**src/sat_cfg_pkg.sv**
```systemverilog
// SAT bin sizing
// variable and level counts of one bin, plus the index widths derived from them

package sat_cfg_pkg;

    // variables held by one bin
    localparam int num_vars = 8;

    // decision levels, level n lives in level word n-1
    localparam int num_lvls = 8;

    // level number, wide enough for 0 .. num_lvls
    localparam int width_lvl = 4;

    // variable index inside the bin
    localparam int width_vid = 3;

    // bin number carried in the level words
    localparam int width_bin_id = 6;

endpackage

```
**src/sat_state_pkg.sv**
```systemverilog
// SAT state encodings
// layout of the variable and level state words, and the analysis FSM states

package sat_state_pkg;

    // variable value codes
    localparam logic [1:0] val_free  = 2'b00;
    localparam logic [1:0] val_false = 2'b01;
    localparam logic [1:0] val_true  = 2'b10;

    // variable word: value, level, conflict mark
    localparam int width_var_state = 7;
    localparam int var_val_hi  = 6;
    localparam int var_val_lo  = 5;
    localparam int var_lvl_hi  = 4;
    localparam int var_lvl_lo  = 1;
    localparam int var_cfl_bit = 0;

    // level word: open flag, flipped flag, bin number
    localparam int width_lvl_state = 8;
    localparam int lvl_open_bit = 7;
    localparam int lvl_flip_bit = 6;
    localparam int lvl_bin_hi   = 5;
    localparam int lvl_bin_lo   = 0;

    typedef enum logic [1:0] {an_idle, an_find, an_add, an_done} analyze_state_t;

endpackage

```
**src/var_state_bank.sv**
```systemverilog
`timescale 1ns/1ps
// variable state bank
// one state word per variable, with decision assign, backtrack clear and conflict summary

module var_state_bank (
    input  logic                                                          clk,
    input  logic                                                          rst,
    input  logic [sat_cfg_pkg::num_vars-1:0]                              wr_states_i,
    input  logic [sat_cfg_pkg::num_vars*sat_state_pkg::width_var_state-1:0] vars_states_i,
    input  logic                                                          assign_valid_i,
    input  logic [sat_cfg_pkg::width_vid-1:0]                             assign_vid_i,
    input  logic [sat_cfg_pkg::width_lvl-1:0]                             cur_lvl_i,
    input  logic                                                          apply_bkt_i,
    input  logic [sat_cfg_pkg::width_lvl-1:0]                             bkt_lvl_i,
    output logic [sat_cfg_pkg::num_vars*sat_state_pkg::width_var_state-1:0] vars_states_o,
    output logic [sat_cfg_pkg::num_vars-1:0]                              assigned_o,
    output logic [sat_cfg_pkg::num_vars-1:0]                              conflict_o,
    output logic [sat_cfg_pkg::width_lvl-1:0]                             max_lvl_o,
    output logic [2*sat_cfg_pkg::num_vars-1:0]                            learnt_lit_o
);

    import sat_cfg_pkg::*;
    import sat_state_pkg::*;

    logic [width_var_state-1:0] state_q [num_vars];

    // load first, then decision, then backtrack
    always_ff @(posedge clk) begin
        if (!rst) begin
            for (int i = 0; i < num_vars; i++) begin
                state_q[i] <= '0;
            end
        end else begin
            for (int i = 0; i < num_vars; i++) begin
                if (wr_states_i[i]) begin
                    state_q[i] <= vars_states_i[i*width_var_state +: width_var_state];
                end else if (assign_valid_i && assign_vid_i == width_vid'(i)) begin
                    state_q[i] <= {val_false, cur_lvl_i, 1'b0};
                end else if (apply_bkt_i &&
                             state_q[i][var_lvl_hi:var_lvl_lo] > bkt_lvl_i) begin
                    // back to free, mark dropped
                    state_q[i] <= '0;
                end
            end
        end
    end

    always_comb begin
        for (int i = 0; i < num_vars; i++) begin
            vars_states_o[i*width_var_state +: width_var_state] = state_q[i];
        end
    end

    always_comb begin
        for (int i = 0; i < num_vars; i++) begin
            assigned_o[i] = state_q[i][var_val_hi:var_val_lo] != val_free;
            conflict_o[i] = state_q[i][var_cfl_bit];
        end
    end

    // highest level among marked variables
    always_comb begin
        max_lvl_o = '0;
        for (int i = 0; i < num_vars; i++) begin
            if (state_q[i][var_cfl_bit] &&
                state_q[i][var_lvl_hi:var_lvl_lo] > max_lvl_o) begin
                max_lvl_o = state_q[i][var_lvl_hi:var_lvl_lo];
            end
        end
    end

    // literal is the negation of the current value, bit 1 valid, bit 0 sign
    always_comb begin
        for (int i = 0; i < num_vars; i++) begin
            learnt_lit_o[2*i+1] = state_q[i][var_cfl_bit];
            learnt_lit_o[2*i]   = state_q[i][var_cfl_bit] &&
                                  state_q[i][var_val_hi:var_val_lo] == val_true;
        end
    end

endmodule

```
**src/lvl_state_bank.sv**
```systemverilog
`timescale 1ns/1ps
// level state bank
// level words opened by decisions and closed by backtrack, plus the backtrack level search

module lvl_state_bank (
    input  logic                                                          clk,
    input  logic                                                          rst,
    input  logic [sat_cfg_pkg::num_lvls-1:0]                              wr_states_i,
    input  logic [sat_cfg_pkg::num_lvls*sat_state_pkg::width_lvl_state-1:0] lvl_states_i,
    input  logic                                                          open_valid_i,
    input  logic [sat_cfg_pkg::width_lvl-1:0]                             open_lvl_i,
    input  logic [sat_cfg_pkg::width_bin_id-1:0]                          cur_bin_num_i,
    input  logic [sat_cfg_pkg::width_lvl-1:0]                             max_lvl_i,
    input  logic                                                          apply_bkt_i,
    input  logic [sat_cfg_pkg::width_lvl-1:0]                             bkt_lvl_i,
    output logic [sat_cfg_pkg::num_lvls*sat_state_pkg::width_lvl_state-1:0] lvl_states_o,
    output logic [sat_cfg_pkg::width_lvl-1:0]                             bkt_lvl_o,
    output logic [sat_cfg_pkg::width_bin_id-1:0]                          bkt_bin_o
);

    import sat_cfg_pkg::*;
    import sat_state_pkg::*;

    // word i holds level i+1
    logic [width_lvl_state-1:0] state_q [num_lvls];
    logic                       found;

    always_ff @(posedge clk) begin
        if (!rst) begin
            for (int i = 0; i < num_lvls; i++) begin
                state_q[i] <= '0;
            end
        end else begin
            for (int i = 0; i < num_lvls; i++) begin
                if (wr_states_i[i]) begin
                    state_q[i] <= lvl_states_i[i*width_lvl_state +: width_lvl_state];
                end else if (open_valid_i && open_lvl_i == width_lvl'(i + 1)) begin
                    state_q[i] <= {1'b1, 1'b0, cur_bin_num_i};
                end else if (apply_bkt_i && width_lvl'(i + 1) > bkt_lvl_i) begin
                    state_q[i] <= '0;
                end
            end
        end
    end

    always_comb begin
        for (int i = 0; i < num_lvls; i++) begin
            lvl_states_o[i*width_lvl_state +: width_lvl_state] = state_q[i];
        end
    end

    // walk down from max_lvl-1, first open unflipped level wins
    always_comb begin
        found     = 1'b0;
        bkt_lvl_o = '0;
        bkt_bin_o = '0;
        for (int i = num_lvls - 1; i >= 0; i--) begin
            if (!found && width_lvl'(i + 1) < max_lvl_i &&
                state_q[i][lvl_open_bit] && !state_q[i][lvl_flip_bit]) begin
                found     = 1'b1;
                bkt_lvl_o = width_lvl'(i + 1);
                bkt_bin_o = state_q[i][lvl_bin_hi:lvl_bin_lo];
            end
        end
    end

endmodule

```
**src/decision_unit.sv**
```systemverilog
`timescale 1ns/1ps
// decision unit
// picks the lowest free variable and keeps the current decision level

module decision_unit (
    input  logic                             clk,
    input  logic                             rst,
    input  logic                             start_i,
    input  logic [sat_cfg_pkg::num_vars-1:0]  assigned_i,
    input  logic                             apply_bkt_i,
    input  logic [sat_cfg_pkg::width_lvl-1:0] bkt_lvl_i,
    output logic                             assign_valid_o,
    output logic [sat_cfg_pkg::width_vid-1:0] assign_vid_o,
    output logic [sat_cfg_pkg::width_lvl-1:0] cur_lvl_o,
    output logic                             done_o,
    output logic                             all_assigned_o
);

    import sat_cfg_pkg::*;
    import sat_state_pkg::*;

    logic                 start_q;
    logic                 any_free;
    logic [width_vid-1:0] free_vid;

    // lowest index free variable
    always_comb begin
        any_free = 1'b0;
        free_vid = '0;
        for (int i = num_vars - 1; i >= 0; i--) begin
            if (!assigned_i[i]) begin
                any_free = 1'b1;
                free_vid = width_vid'(i);
            end
        end
    end

    assign assign_valid_o = start_q && any_free;
    assign assign_vid_o   = free_vid;

    always_ff @(posedge clk) begin
        if (!rst) begin
            start_q        <= 1'b0;
            done_o         <= 1'b0;
            all_assigned_o <= 1'b0;
        end else begin
            start_q        <= start_i;
            done_o         <= start_q;
            all_assigned_o <= start_q && !any_free;
        end
    end

    always_ff @(posedge clk) begin
        if (!rst) begin
            cur_lvl_o <= '0;
        end else if (apply_bkt_i) begin
            cur_lvl_o <= bkt_lvl_i;
        end else if (assign_valid_o) begin
            cur_lvl_o <= cur_lvl_o + 1'b1;
        end
    end

endmodule

```
**src/state_list.sv**
```systemverilog
`timescale 1ns/1ps
// state list of one SAT bin
// variable and level states, imply and analysis control, backtrack level select

module state_list (
    input  logic                                                          clk,
    input  logic                                                          rst,
    input  logic                                                          start_decision_i,
    input  logic [sat_cfg_pkg::width_bin_id-1:0]                          cur_bin_num_i,
    input  logic                                                          apply_imply_i,
    input  logic                                                          apply_analyze_i,
    input  logic                                                          apply_bkt_cur_bin_i,
    input  logic                                                          base_lvl_en_i,
    input  logic [sat_cfg_pkg::width_lvl-1:0]                             base_lvl_i,
    input  logic [sat_cfg_pkg::num_vars-1:0]                              wr_var_states_i,
    input  logic [sat_cfg_pkg::num_vars*sat_state_pkg::width_var_state-1:0] vars_states_i,
    input  logic [sat_cfg_pkg::num_lvls-1:0]                              wr_lvl_states_i,
    input  logic [sat_cfg_pkg::num_lvls*sat_state_pkg::width_lvl_state-1:0] lvl_states_i,
    output logic [sat_cfg_pkg::width_lvl-1:0]                             cur_lvl_o,
    output logic                                                          done_decision_o,
    output logic                                                          all_assigned_o,
    output logic                                                          done_imply_o,
    output logic                                                          find_conflict_o,
    output logic                                                          add_learntc_en_o,
    output logic                                                          done_analyze_o,
    output logic [2*sat_cfg_pkg::num_vars-1:0]                            learnt_lit_o,
    output logic [sat_cfg_pkg::width_lvl-1:0]                             bkt_lvl_o,
    output logic [sat_cfg_pkg::width_bin_id-1:0]                          bkt_bin_o,
    output logic                                                          done_bkt_cur_bin_o,
    output logic [sat_cfg_pkg::num_vars*sat_state_pkg::width_var_state-1:0] vars_states_o,
    output logic [sat_cfg_pkg::num_lvls*sat_state_pkg::width_lvl_state-1:0] lvl_states_o
);

    import sat_cfg_pkg::*;
    import sat_state_pkg::*;

    logic [num_vars-1:0]  assigned;
    logic [num_vars-1:0]  assigned_q;
    logic [num_vars-1:0]  conflict;
    logic [num_vars-1:0]  conflict_q;
    logic [width_lvl-1:0] max_lvl;
    logic [width_lvl-1:0] search_lvl;
    logic [width_lvl-1:0] base_lvl_q;
    logic [width_lvl-1:0] dec_lvl;
    logic                 assign_valid;
    logic [width_vid-1:0] assign_vid;
    analyze_state_t       an_state;
    analyze_state_t       an_next;

    // a decision lands one level above the current one
    assign dec_lvl = cur_lvl_o + 1'b1;

    var_state_bank u_var_state_bank (
        .clk            (clk),
        .rst            (rst),
        .wr_states_i    (wr_var_states_i),
        .vars_states_i  (vars_states_i),
        .assign_valid_i (assign_valid),
        .assign_vid_i   (assign_vid),
        .cur_lvl_i      (dec_lvl),
        .apply_bkt_i    (apply_bkt_cur_bin_i),
        .bkt_lvl_i      (bkt_lvl_o),
        .vars_states_o  (vars_states_o),
        .assigned_o     (assigned),
        .conflict_o     (conflict),
        .max_lvl_o      (max_lvl),
        .learnt_lit_o   (learnt_lit_o)
    );

    lvl_state_bank u_lvl_state_bank (
        .clk           (clk),
        .rst           (rst),
        .wr_states_i   (wr_lvl_states_i),
        .lvl_states_i  (lvl_states_i),
        .open_valid_i  (assign_valid),
        .open_lvl_i    (dec_lvl),
        .cur_bin_num_i (cur_bin_num_i),
        .max_lvl_i     (max_lvl),
        .apply_bkt_i   (apply_bkt_cur_bin_i),
        .bkt_lvl_i     (bkt_lvl_o),
        .lvl_states_o  (lvl_states_o),
        .bkt_lvl_o     (search_lvl),
        .bkt_bin_o     (bkt_bin_o)
    );

    decision_unit u_decision_unit (
        .clk            (clk),
        .rst            (rst),
        .start_i        (start_decision_i),
        .assigned_i     (assigned),
        .apply_bkt_i    (apply_bkt_cur_bin_i),
        .bkt_lvl_i      (bkt_lvl_o),
        .assign_valid_o (assign_valid),
        .assign_vid_o   (assign_vid),
        .cur_lvl_o      (cur_lvl_o),
        .done_o         (done_decision_o),
        .all_assigned_o (all_assigned_o)
    );

    assign find_conflict_o = |conflict;

    // conflicts below the base level go back across bins
    assign bkt_lvl_o = (max_lvl < base_lvl_q) ? max_lvl : search_lvl;

    always_ff @(posedge clk) begin
        if (!rst) begin
            assigned_q   <= '0;
            conflict_q   <= '0;
            done_imply_o <= 1'b0;
        end else begin
            assigned_q   <= assigned;
            conflict_q   <= conflict;
            // settled once the mask stops moving
            done_imply_o <= apply_imply_i && (assigned == assigned_q || find_conflict_o);
        end
    end

    always_comb begin
        case (an_state)
            an_idle: an_next = apply_analyze_i ? an_find : an_idle;
            an_find: an_next = (conflict == conflict_q) ? an_add : an_find;
            an_add:  an_next = an_done;
            an_done: an_next = apply_analyze_i ? an_done : an_idle;
            default: an_next = an_idle;
        endcase
    end

    always_ff @(posedge clk) begin
        if (!rst) begin
            an_state         <= an_idle;
            add_learntc_en_o <= 1'b0;
            done_analyze_o   <= 1'b0;
        end else begin
            an_state         <= an_next;
            add_learntc_en_o <= an_state == an_add;
            done_analyze_o   <= an_state == an_done;
        end
    end

    always_ff @(posedge clk) begin
        if (!rst) begin
            base_lvl_q         <= '0;
            done_bkt_cur_bin_o <= 1'b0;
        end else begin
            if (base_lvl_en_i) begin
                base_lvl_q <= base_lvl_i;
            end
            done_bkt_cur_bin_o <= apply_bkt_cur_bin_i;
        end
    end

endmodule

```
**config.mk**
```make
export PLATFORM = sky130hd
export DESIGN_NAME = state_list
export DESIGN_NICKNAME = d
export VERILOG_FILES = /design/src/sat_cfg_pkg.sv /design/src/sat_state_pkg.sv /design/src/var_state_bank.sv /design/src/lvl_state_bank.sv /design/src/decision_unit.sv /design/src/state_list.sv
export SDC_FILE = /design/constraint.sdc
export NUM_CORES = 1
export LEC_CHECK = 0
export BUFFER_PORTS_ARGS = -buffer_cell sky130_fd_sc_hd__clkbuf_2
export CAP_MARGIN = 20
export CORE_MARGIN = 5
export CORE_UTILIZATION = 54
export CTS_BUF_LIST = sky130_fd_sc_hd__clkbuf_8
export DETAILED_ROUTE_END_ITERATION = 12
export PLACE_DENSITY_LB_ADDON = 0.15
export REMOVE_ABC_BUFFERS = 1
export SLEW_MARGIN = 15
export SYNTH_ARGS = -nofsm -noshare
export SYNTH_HDL_FRONTEND = slang
export SYNTH_HIERARCHICAL = 1
export SYNTH_SLANG_ARGS = --single-unit
```
**constraint.sdc**
```tcl
create_clock -name clk -period 18.71 [get_ports clk]
set_input_delay 0.9355 -clock clk [delete_from_list [all_inputs] [get_ports clk]]
set_output_delay 0.9355 -clock clk [all_outputs]
set_load 0.02 [all_outputs]
```
==> summary.md <==
| Metric | Value |
|---|---|
| Io pins | 310 |
| CTS tree | yes |
| Post-synth cell types | 89 |
| Pre-antenna DRT Iters | 5 |
| Number of synthesized register bits | 153 |
| Largest net degree at the start of global routing | 64 |
| Peak Freq | 0.06137 GHz |
| Met3 Routed Length | 3133 µm |
| Setup violations, final | 0 |
| Avg Cell Area, Syn | 10.01 µm² |
| Synth Warn # | 6 |
| Crit-path most repeated cell | ha_1 |
| Synth area leaders | edfxtp_1 36%, ha_1 6.9%, dfxtp_1 6.5% |
| Post-synth top area share | 35.62% |
| Initial core utilization | 54.44% |
| Synth Flop Type | edfxtp_1 |
| Layout fillers | 1554 |
| RSZ-0062 raised after global routing | false |
| Global-route wire length before repair | 50470 µm |
| Rel. slew slack | 27.16% |
| Most frequent cells in the layout | 309 x clkbuf_2, 120 x edfxtp_1, 71 x nand2_1 |
| Placed cells | 1505 |
| HP Class | reg -> reg |
| GRT Total Usage | 30.03% |
| Clock-pin slew on the worst setup and hold paths | 100 ps |
| CTS max path bufs | 2 |
| Mapped Cells | 1011 |
| CTS buffer count | 17 |
| Commonest non-fill, non-tap cell in the layout | clkbuf_2 |
| Post-route setup TNS | 0 ps |
| Crit Path Category | reg -> reg |
| Fin nets | 1499 |
| Syn-to-layout area delta | 19.59% |
| Hold-fix buffer count after cts | 0 |
| Post-route setup slack | 2414 ps |
| Row count | 50 |
| H-Tree Depth | 4 |
| Vias in the first global route | 9064 |
| Sequential share of the synthesized area | 42.15% |
| Synth async-reset ratio | 0% |
| Die area | 0.02157 mm² |
| Post-Layout Cell Count | 1537 |
| Routed WL per cell | 21.66 µm |
| Core Region | 0.01858 mm² |
| # resized after CTS | 0 |
| Vias per cell | 6.067 |
| Maxcap violations | 0 |
| Final Hold Fails | 0 |
| Clock tree sinks | 153 |
| Required @ worst endpoint | 18800 ps |
| Port bufs | 309 |
| Outcome | finished, final reports clean |
| Worst Path Max Fanout | 10 |
| Post-CTS Setup Inserts | 0 |
| Syn Std Cell Area | 0.01012 mm² |
| Diode count | 0 |
| Final min period | 16300 ps |
| Metal1 wirelength | 14170 µm |
| EDFF count, synth | 120 |
| Worst slew pin tran | 1081 ps |
| Slew Limit Fails | 0 |
| WL met2 | 15230 µm |
| Place WS | 2788 ps |
| Synth area leader | edfxtp_1 |
| Max Used Layer | met4 |
| Worst Path Arrival | 16380 ps |
| Routability cong. | 1.006 |
| DR DRC count | 0 |
| Type of origin of the critical path | register |
| CP max-delay cell | o21ai_0 |
| Insertion delay to the later sink of the worst-skew pair | 470 ps |
| Clock Tree Root | clkbuf_8 |
| Initial antenna violation count | 0 |
| Hpwl dp | 26000 µm |
| Final period utilization | 87.10% |
| DR vias | 9325 |
| Clock skew | 18.13 ps |
| Share of layout cells above drive strength 1 | 30.70% |
| Crit-path max cell delay | 830 ps |
| Crit end category | register |
| Routed Antenna Nets | 0 |
| Post-Route WL | 33300 µm |
| Die Wd | 146.9 µm |
| Gr ovfl total | 0 |
| First DRT Iteration DRCs | 1042 |
| Overall die height | 146.9 µm |
-- logic make-up after synthesis --
| logic type | share of synthesized area [%] |
|---|---|
| adder cells (fa/ha/maj) | 7.248 |
| buffers and inverters | 4.552 |
| AND/OR/NAND/NOR | 20.92 |
| AO/OA/AOI/OAI | 18.60 |
| flip-flops | 42.15 |
| XOR/XNOR | 2.424 |
| multiplexers | 4.106 |
-- cell type report --
type	count	area [µm²]	area share, %
clock inverter	15	165.2	1.365
tap	234	292.8	2.420
timing repair buffer	313	1577	13.03
clock buffer	17	234.0	1.934
sequential	153	4264	35.25
inverter	43	166.4	1.376
multi-input combinational	762	5399	44.63
-- critical path: cells and delay by family, from the launching register on --
| kind | cells | cell delay (ps) |
|---|---|---|
| flip-flops | 1 | 530 |
| adder cells (fa/ha/maj) | 11 | 2750 |
| multiplexers | 6 | 2190 |
| buffers and inverters | 5 | 690 |
| AND/OR/NAND/NOR | 17 | 3430 |
| AO/OA/AOI/OAI | 27 | 6320 |
-- stage by stage --
step	area [µm²]	utilization [%]	hold slack, ps
3_5_place_dp	11700	62.96	466.3
3_3_place_gp	11700	62.96	462.4
5_1_grt	12100	65.11	507.5
2_1_floorplan	9822	-	439.3
4_1_cts	12100	65.11	486.6
6_report	12100	65.11	483.1
-- sequential cells by signal (all words and copies together), names as in the netlist --
| signal | flops |
|---|---|
| conflict_q | 8 |
| u_decision_unit/all_assigned_o | 1 |
| u_var_state_bank/state_q | 56 |
| done_bkt_cur_bin_o | 1 |
| assigned_q | 8 |
| add_learntc_en_o | 1 |
| u_lvl_state_bank/state_q | 64 |
| u_decision_unit/start_q | 1 |
| base_lvl_q | 4 |
| u_decision_unit/done_o | 1 |
| an_state | 2 |
| done_analyze_o | 1 |
| u_decision_unit/cur_lvl_o | 4 |
| done_imply_o | 1 |
-- metal layers --
metal  GRT usage, %  up-vias
li1               -     4336
met1          41.53     4404
met2          47.29      531
met3          6.755       54
met4          9.266        0
met5              0        -
-- synthesized netlist by cell type, drive strengths merged, types with 13 or more instances --
cell type    n
edfxtp     120
nand2       71
nor2        70
ha          56
and2        54
a21oi       49
a22o        47
o21ai       46
inv         42
dfxtp       33
buf         27
nor2b       27
clkbuf      26
and3        24
nor3        23
mux2i       22
nand2b      22
nand3       21
mux2        16
xor2        15
nand4       14
o22ai       14
xnor2       13
-- path summary, 6_finish.rpt --
path	startpoint	to	slack [ps]	cells past startpoint
hold / removal	an_state[0]$_SDFF_PN0_	add_learntc_en_o$_SDFF_PN0_	480	1
setup reg to reg	u_var_state_bank/state_q[0][0]$_SDFFCE_PP0P_	u_var_state_bank/state_q[0][3]$_SDFFCE_PP0P_	2410	66
hold reg to reg	an_state[0]$_SDFF_PN0_	add_learntc_en_o$_SDFF_PN0_	480	1
setup / recovery	u_var_state_bank/state_q[0][0]$_SDFFCE_PP0P_	u_var_state_bank/state_q[0][3]$_SDFFCE_PP0P_	2410	66
Power is not shown: default switching activity piles up to over one toggle a cycle in this logic, so the estimate is an artifact.
